## src/design/dds_sweep_consts.svh

```systemverilog
`ifndef DDS_SWEEP_CONSTS_SVH
`define DDS_SWEEP_CONSTS_SVH

// one profile is one DDS frame, address byte first
`define PROFILE_BITS 184

// number of profiles the memory can hold
`define PROFILE_DEPTH 20

// cycles after an accepted key press during which the key is ignored
`define HOLDOFF_CYCLES 64

// cycles from the last sclk fall to the rising edge of io_update
`define IOUPD_GAP 49

// io_update pulse width in cycles
`define IOUPD_LEN 5

// profile slots in the serializer, one shifting and one waiting
`define SER_CREDITS 2

`endif

```

## src/design/dds_sweep_pkg.sv

```systemverilog
`default_nettype none

`include "dds_sweep_consts.svh"

package dds_sweep_pkg;

	// fields are listed in the order they go out on sdio
	typedef struct packed {
		logic [7:0]                 addr_byte;
		logic [31:0]                start_word;
		logic [31:0]                end_word;
		// step and rate words, not interpreted here
		logic [`PROFILE_BITS-73:0]  ramp_bits;
	} profile_t;

	typedef logic [$clog2(`PROFILE_DEPTH)-1:0]   profile_idx_t;

	// needs one more code than the index so a full memory can be counted
	typedef logic [$clog2(`PROFILE_DEPTH+1)-1:0] profile_cnt_t;

endpackage

`default_nettype wire

```

## src/design/profile_bus_if.sv

```systemverilog
`timescale 1ns/1ps
`default_nettype none

`include "dds_sweep_consts.svh"

interface profile_bus_if;
	import dds_sweep_pkg::*;

	// request side, held by the master until gnt
	logic         req;
	logic         we;
	profile_idx_t addr;
	profile_t     wdata;

	// response side, rdata and rvalid arrive one cycle after gnt on a read
	logic         gnt;
	profile_t     rdata;
	logic         rvalid;

	modport master (
		output req, we, addr, wdata,
		input  gnt, rdata, rvalid
	);

	modport slave (
		input  req, we, addr, wdata,
		output gnt, rdata, rvalid
	);

endinterface

`default_nettype wire

```

## src/design/dds_serializer.sv

```systemverilog
`timescale 1ns/1ps
`default_nettype none

`include "dds_sweep_consts.svh"

module dds_serializer (
	input  logic                    SCLK_PE_3_1,
	input  logic                    arst_n,
	input  logic                    prof_valid,
	input  dds_sweep_pkg::profile_t prof,
	output logic                    credit_ret,
	output logic                    sclk,
	output logic                    sdio,
	output logic                    io_update,
	output logic                    dr_ctl
);
	import dds_sweep_pkg::*;

	localparam int BIT_W = $clog2(`PROFILE_BITS);
	localparam int PH_W  = $clog2((`IOUPD_GAP > `IOUPD_LEN) ? `IOUPD_GAP : `IOUPD_LEN);

	typedef enum logic [1:0] {ST_IDLE, ST_SHIFT, ST_GAP, ST_UPD} ser_state_t;

	ser_state_t       state_q;
	logic [BIT_W-1:0] bit_cnt_q;
	logic [PH_W-1:0]  phase_q;
	profile_t         cur_q;
	profile_t         pend_q;
	logic             pend_valid_q;
	logic             upd_done;
	logic             frame_free;
	logic             start;
	logic             pend_load;
	profile_t         start_data;

	assign upd_done   = (state_q == ST_UPD) && (phase_q == PH_W'(`IOUPD_LEN - 1));
	assign frame_free = (state_q == ST_IDLE) || upd_done;
	assign start      = frame_free && (pend_valid_q || prof_valid);
	assign start_data = pend_valid_q ? pend_q : prof;

	// a new profile skips the waiting slot only when nothing is queued ahead of it
	assign pend_load  = prof_valid && !(frame_free && !pend_valid_q);

	always_ff @(posedge SCLK_PE_3_1)
	begin
		if (start)
		begin
			cur_q <= start_data;
		end
		if (pend_load)
		begin
			pend_q <= prof;
		end
	end

	always_ff @(posedge SCLK_PE_3_1 or negedge arst_n)
	begin
		if (!arst_n)
		begin
			state_q      <= ST_IDLE;
			bit_cnt_q    <= '0;
			phase_q      <= '0;
			pend_valid_q <= 1'b0;
			credit_ret   <= 1'b0;
			sclk         <= 1'b0;
			sdio         <= 1'b0;
			io_update    <= 1'b0;
			dr_ctl       <= 1'b0;
		end
		else
		begin
			credit_ret <= 1'b0;
			if (pend_load)
			begin
				pend_valid_q <= 1'b1;
			end
			else if (start && pend_valid_q)
			begin
				pend_valid_q <= 1'b0;
			end
			case (state_q)
				ST_SHIFT:
				begin
					// sdio changes only on the falling half, so it is stable at each rise
					if (!sclk)
					begin
						sclk <= 1'b1;
					end
					else
					begin
						sclk <= 1'b0;
						if (bit_cnt_q == '0)
						begin
							sdio    <= 1'b0;
							phase_q <= '0;
							state_q <= ST_GAP;
						end
						else
						begin
							bit_cnt_q <= bit_cnt_q - 1'b1;
							sdio      <= cur_q[bit_cnt_q - 1'b1];
						end
					end
				end
				ST_GAP:
				begin
					if (phase_q == PH_W'(`IOUPD_GAP - 1))
					begin
						io_update <= 1'b1;
						phase_q   <= '0;
						state_q   <= ST_UPD;
						// equal words leave the ramp direction as it was
						if (cur_q.end_word > cur_q.start_word)
						begin
							dr_ctl <= 1'b1;
						end
						else if (cur_q.end_word < cur_q.start_word)
						begin
							dr_ctl <= 1'b0;
						end
					end
					else
					begin
						phase_q <= phase_q + 1'b1;
					end
				end
				ST_UPD:
				begin
					if (upd_done)
					begin
						io_update  <= 1'b0;
						credit_ret <= 1'b1;
						state_q    <= ST_IDLE;
					end
					else
					begin
						phase_q <= phase_q + 1'b1;
					end
				end
				default:
				begin
				end
			endcase
			if (start)
			begin
				state_q   <= ST_SHIFT;
				bit_cnt_q <= BIT_W'(`PROFILE_BITS - 1);
				sdio      <= start_data[`PROFILE_BITS-1];
				sclk      <= 1'b0;
			end
		end
	end

	// the sequencer's credits should keep it from overrunning both slots
	a_no_overrun: assert property (@(posedge SCLK_PE_3_1) disable iff (!arst_n)
		prof_valid |-> !((state_q != ST_IDLE) && pend_valid_q));

endmodule

`default_nettype wire

```

## src/design/dds_sweep.sv

```systemverilog
`timescale 1ns/1ps
`default_nettype none

`include "dds_sweep_consts.svh"

module dds_sweep (
	input  logic SCLK_PE_3_1,
	input  logic arst_n,
	input  logic load_valid,
	input  logic load_bit,
	input  logic load_restart,
	input  logic key_n,
	output logic sclk,
	output logic sdio,
	output logic io_update,
	output logic dr_ctl
);
	import dds_sweep_pkg::*;

	profile_cnt_t profile_count;
	profile_t     prof;
	logic         prof_valid;
	logic         credit_ret;

	// loader writes and sequencer reads share the one profile memory
	profile_bus_if wr_bus ();
	profile_bus_if rd_bus ();

	profile_loader profile_loader_i (
		.SCLK_PE_3_1   (SCLK_PE_3_1),
		.arst_n        (arst_n),
		.load_valid    (load_valid),
		.load_bit      (load_bit),
		.load_restart  (load_restart),
		.profile_count (profile_count),
		.bus           (wr_bus.master)
	);

	profile_arbiter profile_arbiter_i (
		.SCLK_PE_3_1 (SCLK_PE_3_1),
		.arst_n      (arst_n),
		.wr_bus      (wr_bus.slave),
		.rd_bus      (rd_bus.slave)
	);

	sweep_sequencer sweep_sequencer_i (
		.SCLK_PE_3_1   (SCLK_PE_3_1),
		.arst_n        (arst_n),
		.key_n         (key_n),
		.load_restart  (load_restart),
		.profile_count (profile_count),
		.credit_ret    (credit_ret),
		.prof_valid    (prof_valid),
		.prof          (prof),
		.bus           (rd_bus.master)
	);

	dds_serializer dds_serializer_i (
		.SCLK_PE_3_1 (SCLK_PE_3_1),
		.arst_n      (arst_n),
		.prof_valid  (prof_valid),
		.prof        (prof),
		.credit_ret  (credit_ret),
		.sclk        (sclk),
		.sdio        (sdio),
		.io_update   (io_update),
		.dr_ctl      (dr_ctl)
	);

endmodule

`default_nettype wire

```

## src/design/profile_arbiter.sv

```systemverilog
`timescale 1ns/1ps
`default_nettype none

`include "dds_sweep_consts.svh"

module profile_arbiter (
	input  logic         SCLK_PE_3_1,
	input  logic         arst_n,
	profile_bus_if.slave wr_bus,
	profile_bus_if.slave rd_bus
);
	import dds_sweep_pkg::*;

	profile_t     mem [`PROFILE_DEPTH];
	profile_t     rdata_q;
	logic         wr_rvalid_q;
	logic         rd_rvalid_q;
	logic         wr_gnt;
	logic         rd_gnt;
	logic         sel_we;
	profile_idx_t sel_addr;
	profile_t     sel_wdata;

	// the loader always wins, the sequencer waits for a free cycle
	assign wr_gnt = wr_bus.req;
	assign rd_gnt = rd_bus.req && !wr_bus.req;

	assign wr_bus.gnt = wr_gnt;
	assign rd_bus.gnt = rd_gnt;

	always_comb
	begin
		if (wr_gnt)
		begin
			sel_we    = wr_bus.we;
			sel_addr  = wr_bus.addr;
			sel_wdata = wr_bus.wdata;
		end
		else
		begin
			sel_we    = rd_bus.we;
			sel_addr  = rd_bus.addr;
			sel_wdata = rd_bus.wdata;
		end
	end

	always_ff @(posedge SCLK_PE_3_1)
	begin
		if ((wr_gnt || rd_gnt) && sel_we)
		begin
			mem[sel_addr] <= sel_wdata;
		end
		if ((wr_gnt || rd_gnt) && !sel_we)
		begin
			rdata_q <= mem[sel_addr];
		end
	end

	// only one port is granted per cycle, so one read register serves both
	always_ff @(posedge SCLK_PE_3_1 or negedge arst_n)
	begin
		if (!arst_n)
		begin
			wr_rvalid_q <= 1'b0;
			rd_rvalid_q <= 1'b0;
		end
		else
		begin
			wr_rvalid_q <= wr_gnt && !wr_bus.we;
			rd_rvalid_q <= rd_gnt && !rd_bus.we;
		end
	end

	assign wr_bus.rdata  = rdata_q;
	assign wr_bus.rvalid = wr_rvalid_q;
	assign rd_bus.rdata  = rdata_q;
	assign rd_bus.rvalid = rd_rvalid_q;

	// a stalled read request has to stay up until it is granted
	a_rd_req_held: assert property (@(posedge SCLK_PE_3_1) disable iff (!arst_n)
		rd_bus.req && !rd_bus.gnt |=> rd_bus.req);

	// each master drops its request in the cycle after the grant
	a_req_drop: assert property (@(posedge SCLK_PE_3_1) disable iff (!arst_n)
		(wr_bus.gnt || rd_bus.gnt) |=> !(wr_bus.req && $past(wr_bus.gnt)) &&
		!(rd_bus.req && $past(rd_bus.gnt)));

endmodule

`default_nettype wire

```

## src/design/profile_loader.sv

```systemverilog
`timescale 1ns/1ps
`default_nettype none

`include "dds_sweep_consts.svh"

module profile_loader (
	input  logic                        SCLK_PE_3_1,
	input  logic                        arst_n,
	input  logic                        load_valid,
	input  logic                        load_bit,
	input  logic                        load_restart,
	output dds_sweep_pkg::profile_cnt_t profile_count,
	profile_bus_if.master               bus
);
	import dds_sweep_pkg::*;

	localparam int BIT_W = $clog2(`PROFILE_BITS);

	logic [`PROFILE_BITS-1:0] shift_q;
	logic [BIT_W-1:0]         bit_cnt_q;
	logic                     req_q;
	profile_t                 wdata_q;
	logic                     last_bit;

	assign last_bit = load_valid && (bit_cnt_q == BIT_W'(`PROFILE_BITS - 1));

	// the write index is the number of profiles already stored
	assign bus.req   = req_q;
	assign bus.we    = 1'b1;
	assign bus.addr  = profile_idx_t'(profile_count);
	assign bus.wdata = wdata_q;

	// first bit received ends up as the struct msb
	always_ff @(posedge SCLK_PE_3_1)
	begin
		if (load_valid)
		begin
			shift_q <= {shift_q[`PROFILE_BITS-2:0], load_bit};
		end
		if (last_bit)
		begin
			wdata_q <= profile_t'({shift_q[`PROFILE_BITS-2:0], load_bit});
		end
	end

	always_ff @(posedge SCLK_PE_3_1 or negedge arst_n)
	begin
		if (!arst_n)
		begin
			bit_cnt_q     <= '0;
			req_q         <= 1'b0;
			profile_count <= '0;
		end
		else if (load_restart)
		begin
			bit_cnt_q     <= '0;
			req_q         <= 1'b0;
			profile_count <= '0;
		end
		else
		begin
			if (last_bit)
			begin
				bit_cnt_q <= '0;
				// a full memory drops further profiles
				req_q     <= (profile_count < profile_cnt_t'(`PROFILE_DEPTH));
			end
			else if (load_valid)
			begin
				bit_cnt_q <= bit_cnt_q + 1'b1;
			end
			if (req_q && bus.gnt)
			begin
				req_q         <= 1'b0;
				profile_count <= profile_count + 1'b1;
			end
		end
	end

endmodule

`default_nettype wire

```

## src/design/sweep_sequencer.sv

```systemverilog
`timescale 1ns/1ps
`default_nettype none

`include "dds_sweep_consts.svh"

module sweep_sequencer (
	input  logic                        SCLK_PE_3_1,
	input  logic                        arst_n,
	input  logic                        key_n,
	input  logic                        load_restart,
	input  dds_sweep_pkg::profile_cnt_t profile_count,
	input  logic                        credit_ret,
	output logic                        prof_valid,
	output dds_sweep_pkg::profile_t     prof,
	profile_bus_if.master               bus
);
	import dds_sweep_pkg::*;

	localparam int HOLD_W = $clog2(`HOLDOFF_CYCLES + 1);
	localparam int CRED_W = $clog2(`SER_CREDITS + 1);

	typedef enum logic [1:0] {SQ_IDLE, SQ_REQ, SQ_DATA} seq_state_t;

	seq_state_t        state_q;
	logic [HOLD_W-1:0] holdoff_q;
	logic [CRED_W-1:0] credits_q;
	profile_idx_t      play_idx_q;
	profile_idx_t      next_idx;
	logic              key_accept;

	// a credit being spent this cycle is not yet visible in credits_q
	assign key_accept = !key_n && (holdoff_q == '0) && (profile_count != '0) &&
		(credits_q != '0) && !prof_valid;

	assign next_idx = play_idx_q + 1'b1;

	// read only, the address is stable until rvalid
	assign bus.req   = (state_q == SQ_REQ);
	assign bus.we    = 1'b0;
	assign bus.addr  = play_idx_q;
	assign bus.wdata = '0;

	always_ff @(posedge SCLK_PE_3_1)
	begin
		if ((state_q == SQ_DATA) && bus.rvalid)
		begin
			prof <= bus.rdata;
		end
	end

	always_ff @(posedge SCLK_PE_3_1 or negedge arst_n)
	begin
		if (!arst_n)
		begin
			state_q    <= SQ_IDLE;
			holdoff_q  <= '0;
			credits_q  <= CRED_W'(`SER_CREDITS);
			play_idx_q <= '0;
			prof_valid <= 1'b0;
		end
		else
		begin
			prof_valid <= 1'b0;
			if (holdoff_q != '0)
			begin
				holdoff_q <= holdoff_q - 1'b1;
			end
			case (state_q)
				SQ_IDLE:
				begin
					if (key_accept)
					begin
						state_q   <= SQ_REQ;
						holdoff_q <= HOLD_W'(`HOLDOFF_CYCLES);
					end
				end
				SQ_REQ:
				begin
					if (bus.gnt)
					begin
						state_q <= SQ_DATA;
					end
				end
				SQ_DATA:
				begin
					if (bus.rvalid)
					begin
						prof_valid <= 1'b1;
						state_q    <= SQ_IDLE;
						// wrap after the last loaded profile
						if (profile_cnt_t'(next_idx) >= profile_count)
						begin
							play_idx_q <= '0;
						end
						else
						begin
							play_idx_q <= next_idx;
						end
					end
				end
				default:
				begin
					state_q <= SQ_IDLE;
				end
			endcase
			if (load_restart)
			begin
				play_idx_q <= '0;
			end
			if (prof_valid && !credit_ret)
			begin
				credits_q <= credits_q - 1'b1;
			end
			else if (!prof_valid && credit_ret)
			begin
				credits_q <= credits_q + 1'b1;
			end
		end
	end

	// returns from the serializer must never outnumber what was spent
	a_credit_max: assert property (@(posedge SCLK_PE_3_1) disable iff (!arst_n)
		credits_q <= CRED_W'(`SER_CREDITS));

endmodule

`default_nettype wire

```

## config.mk

```make
export PLATFORM = sky130hd
export DESIGN_NAME = dds_sweep
export DESIGN_NICKNAME = d
export VERILOG_FILES = /design/src/design/dds_sweep_pkg.sv /design/src/design/profile_bus_if.sv /design/src/design/dds_serializer.sv /design/src/design/dds_sweep.sv /design/src/design/profile_arbiter.sv /design/src/design/profile_loader.sv /design/src/design/sweep_sequencer.sv
export VERILOG_INCLUDE_DIRS = /design/src /design/src/design
export SDC_FILE = /design/constraint.sdc
export NUM_CORES = 2
export LEC_CHECK = 0
export BUFFER_PORTS_ARGS = -buffer_cell sky130_fd_sc_hd__clkbuf_2
export CORE_MARGIN = 5
export CORE_UTILIZATION = 45
export DETAILED_ROUTE_END_ITERATION = 12
export HOLD_SLACK_MARGIN = 0.03
export PLACE_DENSITY = 0.63
export SYNTH_ARGS = -nofsm -noshare
export SYNTH_HDL_FRONTEND = slang
export SYNTH_HIERARCHICAL = 1
export SYNTH_SLANG_ARGS = --single-unit
```

## constraint.sdc

```tcl
create_clock -name SCLK_PE_3_1 -period 13.3 [get_ports SCLK_PE_3_1]
set_input_delay 0.665 -clock SCLK_PE_3_1 [delete_from_list [all_inputs] [get_ports SCLK_PE_3_1]]
set_output_delay 0.665 -clock SCLK_PE_3_1 [all_outputs]
set_load 0.02 [all_outputs]
```

# == Yosys cells after proc, flatten, opt, wreduce, memory -nomap -nowiden ==
# Memories as Yosys holds them, arrays and structs flattened. A register that Yosys moved wholly into a read port is not among the register bits.
# Index checks and enable logic that the tools add are counted.
# W data, S select, Z words.
# totals
register_bits,973
latchBits,0
mem_bits_rw,3680
romBits,0
input_bits,6
out_inout_bits,4
elab_cells,185
memories,1
# memory_table
name,depth,word_bits,rd,rd_ports_with_merged_regs,write_ports,line_no,source
profile_arbiter_i.mem,20,184,1,1,1,profile_arbiter.sv:14,profile_t mem [`PROFILE_DEPTH];
# classes
add_sub_neg,8
n_mul,0
div,0
order_cmp,5
eq_ne,21
shifts,0
mux,62
bitwise,0
reduce_logical,53
# ops
op,n
$mux W184,2
$mux W8,7
$mux W5,7
$gt A32 B32 Y1,1
$lt A32 B32 Y1,1
$mux W1,24
$mux W6,4
$mux W7,3
$mux W2,10
$reduce_bool A2 Y1,10
$pmux W6 S3,1
$logic_and A1 B1 Y1,16
$ne A2 B1 Y1 const B,6
$ne A3 B1 Y1 const B,4
$pmux W2 S3,2
$reduce_and A3 Y1,4
$add A5 B1 Y5 const B,2
$lt A8 B9 Y1 const B,1
$add A8 B1 Y8 const B,1
$bmux W1 S8,1
$eq A8 B8 Y1 const B,1
$logic_not A8 Y1,1
$sub A8 B1 Y8 const B,1
$logic_not A1 Y1,7
other kinds (22),32

# == Depth between registers and ports, before layout ==
# logic_depth
word_depth,7
mapped_depth,15
depth_no_buf,10

# == By module ==
# Netlist, hierarchy kept.
# modules_own_cells
module,instances,cells_per_inst,area_per_inst_um2
profile_arbiter,1,8054,146948.4
dds_serializer,1,974,16981.3
profile_loader,1,450,11816.3
sweep_sequencer,1,463,7891.3

# == Worst setup path after synthesis ==
# No wires, ideal clock.
# synth_path
path_type,flip-flop to flip-flop
from,reg profile_loader_i.req_q (netlist: profile_loader_i/bus.req)
to,"mem profile_arbiter_i/mem[0][0] in the netlist's numbering, enable pin"
arrival_ps,9746
path_slack_ps,2823
path_stages_with_launch,9
n_path_buf,4
period_less_slack_ps,10477
path_cell_list,dfrtp_1 buf_2 or3b_2 nand2_1 clkbuf_1 clkbuf_1 clkbuf_1 nand2_1 nor2_1
# synth_between
elab_chain_len,6
word_cells_on_any_way,8
cone_classes,4 x mux; 4 x reduce/logical
# synth_lines
element,line_no,source
start: declaration,profile_loader.sv:21,logic req_q;
start signal: assignment,profile_loader.sv:66,req_q <= (profile_count < profile_cnt_t'(`PROFILE_DEPTH));
$logic_not A1 Y1,profile_arbiter.sv:26,assign rd_gnt = rd_bus.req && !wr_bus.req;
$logic_and A1 B1 Y1,profile_arbiter.sv:26,
$logic_or A1 B1 Y1,profile_arbiter.sv:49,if ((wr_gnt || rd_gnt) && sel_we)
$logic_and A1 B1 Y1,profile_arbiter.sv:49,
$mux W1,profile_arbiter.sv:49,
$mux W1 (implied by the code),profile_arbiter.sv:51,mem[sel_addr] <= sel_wdata;
end: declaration,profile_arbiter.sv:14,
# Parallel ways exist; a longest one is shown, timed or not.

# == Final worst setup path ==
# layout_path
from,reg profile_loader_i.req_q (netlist: profile_loader_i/bus.req)
to,"mem profile_arbiter_i/mem[1][74] in the netlist's numbering, enable pin"
# Same word-level chain as after synthesis.

==> run summary <==
Initial Utilization: 0.4520
Vias in the first global route: 97929
Final cycle utilization of the critical path: 0.4995
Final Hold Viols: 0
CTS clk-pin slew, worst paths: 60 ps
# IOs: 10
Height of the die: 646.4 um
Post-DRT Antenna Nets: 0
Reg2reg setup slack: 6660 ps
Setup crit start kind: flip-flop
Status: complete, no violations
Internal Power: 24.55 mW
Layout Nets: 9856
Initial antenna violation count: 13
Crit path kind: reg -> reg
Syn_area_per_cell: 18.68 sq um
Sw frac: 0.2173
Clk Latency, worst-skew pair: 1000 ps
Die area: 0.4178 sq mm
VDD IR-drop max: 0.0001300 V
Core area: 0.4032 sq mm
Synth warnings: 6
GRT Total Usage: 0.2401
Met2 wire length: 240.7 mm
CTS Buf Count: 462
Hold Path Class: in -> reg
Vias: 99263
Worst r2r src: profile_loader_i/bus.req
Leak pwr: 64.92 nW
Hold Crit Depth: 1
Clk network pwr share: 0.415
FF-to-FF End: profile_arbiter_i/mem[1][74]
Max layer used: met5
Via/cell ratio: 6.360
Fin crit period: 6644 ps
Total power: 31.37 mW
Max Root-Sink Buffers: 4
TritonCTS clock tree: done
Post-route insts no fill: 15607
Layout Skew: 51.85 ps
Area Overhead vs Synth: 11.42%
Achievable Freq: 0.1505 GHz
Max FO, Critical Path: 88
R2r worst-path depth: 7
Final setup TNS: 0 ps
RePlAce Congestion: 0.7815
Hpwl dp: 245.3 mm
First-pass DRT Iterations: 8
# port buffers: 9
Power Density: 154.5 mW/mm^2
Met1 WL: 200.8 mm
Hold Crit Endpoint: profile_loader_i/shift_q[148]
DR DRC count: 0
Critical path required time: 13870 ps
Gr ovfl total: 0
H-tree depth: 5
Comb pwr share: 0.048
Reg power frac: 0.537
Fin. max-slew vios: 0
Clock Sinks: 4837
First-pass GRT wire length: 726.6 mm
Placed insts: 14737
Final WL: 514.2 mm
Routed len/inst: 32.94 um
Max-cap violation count: 0
Chip width: 646.4 um
1st-iter DRT viols: 14185
Met3 routed WL: 54.95 mm
Hold Path Origin: load_valid
Mapped Area: 0.1822 sq mm
Largest net degree at the start of global routing: 172
CP Data Arrival Time: 7220 ps
Most common cell after layout, fill and taps aside: edfxtp_1
Switching power: 6.817 mW
Share of layout cells above drive strength 1: 0.1509
Finish-stage setup viols: 0
RSZ-0062 raised after global routing: no
Synth Instances: 9756
Relative slew slack: 0.03830
Most frequent cells in the layout: edfxtp_1, a22oi_1, a21oi_1
CP endpoint kind: flip-flop
Clk root buf: clkbuf_16
Core Rows: 233
Worst-Margin Slew: 1443 ps
## layout make-up
type / count / area, sq um
fill: 31857 / 200100
sequential: 4837 / 145000
multi-input combinational: 4229 / 34100
clock buffer: 572 / 12200
tap: 5405 / 6763
clock inverter: 280 / 2761
timing repair buffer: 216 / 1989
inverter: 52 / 202.7
antenna: 16 / 40.04
## layer usage
metal	up-vias	track usage
met3	1051	0.04420
met4	6	0.07825
met1	52030	0.3376
li1	39896	-
met2	6280	0.3814
met5	-	0
## power by group through the flow
stage	clock network, mW	registers (mW)	logic, mW
6_report	13.0	16.8	1.50
2_1_floorplan	0	17.1	0.788
5_1_grt	13.8	16.8	1.55
3_5_place_dp	0	17.2	1.48
4_1_cts	13.2	16.8	1.49
3_3_place_gp	0	17.2	1.45
## metrics by stage
step / instance area [sq um] / hold WS (ps) / utilization / worst slack, ps
floorplan: 182900 / 369.4 / - / 2823
global placement: 188000 / 400.6 / 0.4664 / 6838
detailed placement: 188000 / 404.5 / 0.4664 / 6745
CTS: 203000 / 51.37 / 0.5035 / 6683
global route: 203000 / 86.11 / 0.5035 / 6570
finish: 203100 / 99.64 / 0.5036 / 6656
## worst max-delay path: stages (launching register included)
cell and delay (ps):
dfrtp_4 990, buf_4 800, and3b_4 660, or2_4 540, nand2_1 400, nor2_4 1020, buf_12 740, buf_4 840
## worst max path at each step
| stage | start | end | slack [ps] | cells after the start |
|---|---|---|---|---|
| after floorplan | profile_loader_i/bus.req | profile_arbiter_i/mem[0][0] | 2820 | 8 |
| after detailed placement | profile_loader_i/bus.req | profile_arbiter_i/mem[1][23] | 6740 | 7 |
| after global placement | profile_loader_i/bus.req | profile_arbiter_i/mem[1][23] | 6840 | 7 |
| final | profile_loader_i/bus.req | profile_arbiter_i/mem[1][74] | 6660 | 7 |
| after global routing | profile_loader_i/bus.req | profile_arbiter_i/mem[1][74] | 6570 | 7 |
| after CTS | profile_loader_i/bus.req | profile_arbiter_i/mem[1][93] | 6680 | 7 |
## sequential cells by signal, summed over array words and instances (netlist names), 2 cells and up
register                        count
sweep_sequencer_i/prof            184
dds_serializer_i/bit_cnt_q          8
profile_loader_i/bus.wdata        184
profile_loader_i/bus.addr           5
dds_serializer_i/phase_q            6
profile_loader_i/bit_cnt_q          8
sweep_sequencer_i/credits_q         2
dds_serializer_i/state_q            2
dds_serializer_i/cur_q            184
sweep_sequencer_i/bus.addr          5
profile_arbiter_i/rd_bus.rdata    184
sweep_sequencer_i/holdoff_q         7
profile_loader_i/shift_q          183
dds_serializer_i/pend_q           184
sweep_sequencer_i/state_q           2
profile_arbiter_i/mem            3680
## repair_timing
action,4_1_cts,5_1_grt
hold endpoints to repair,55,0
hold buffers,2,0
gates resized for setup,0,0
buffers inserted,0,0
No activity file was read; power rests on OpenSTA's default activity.
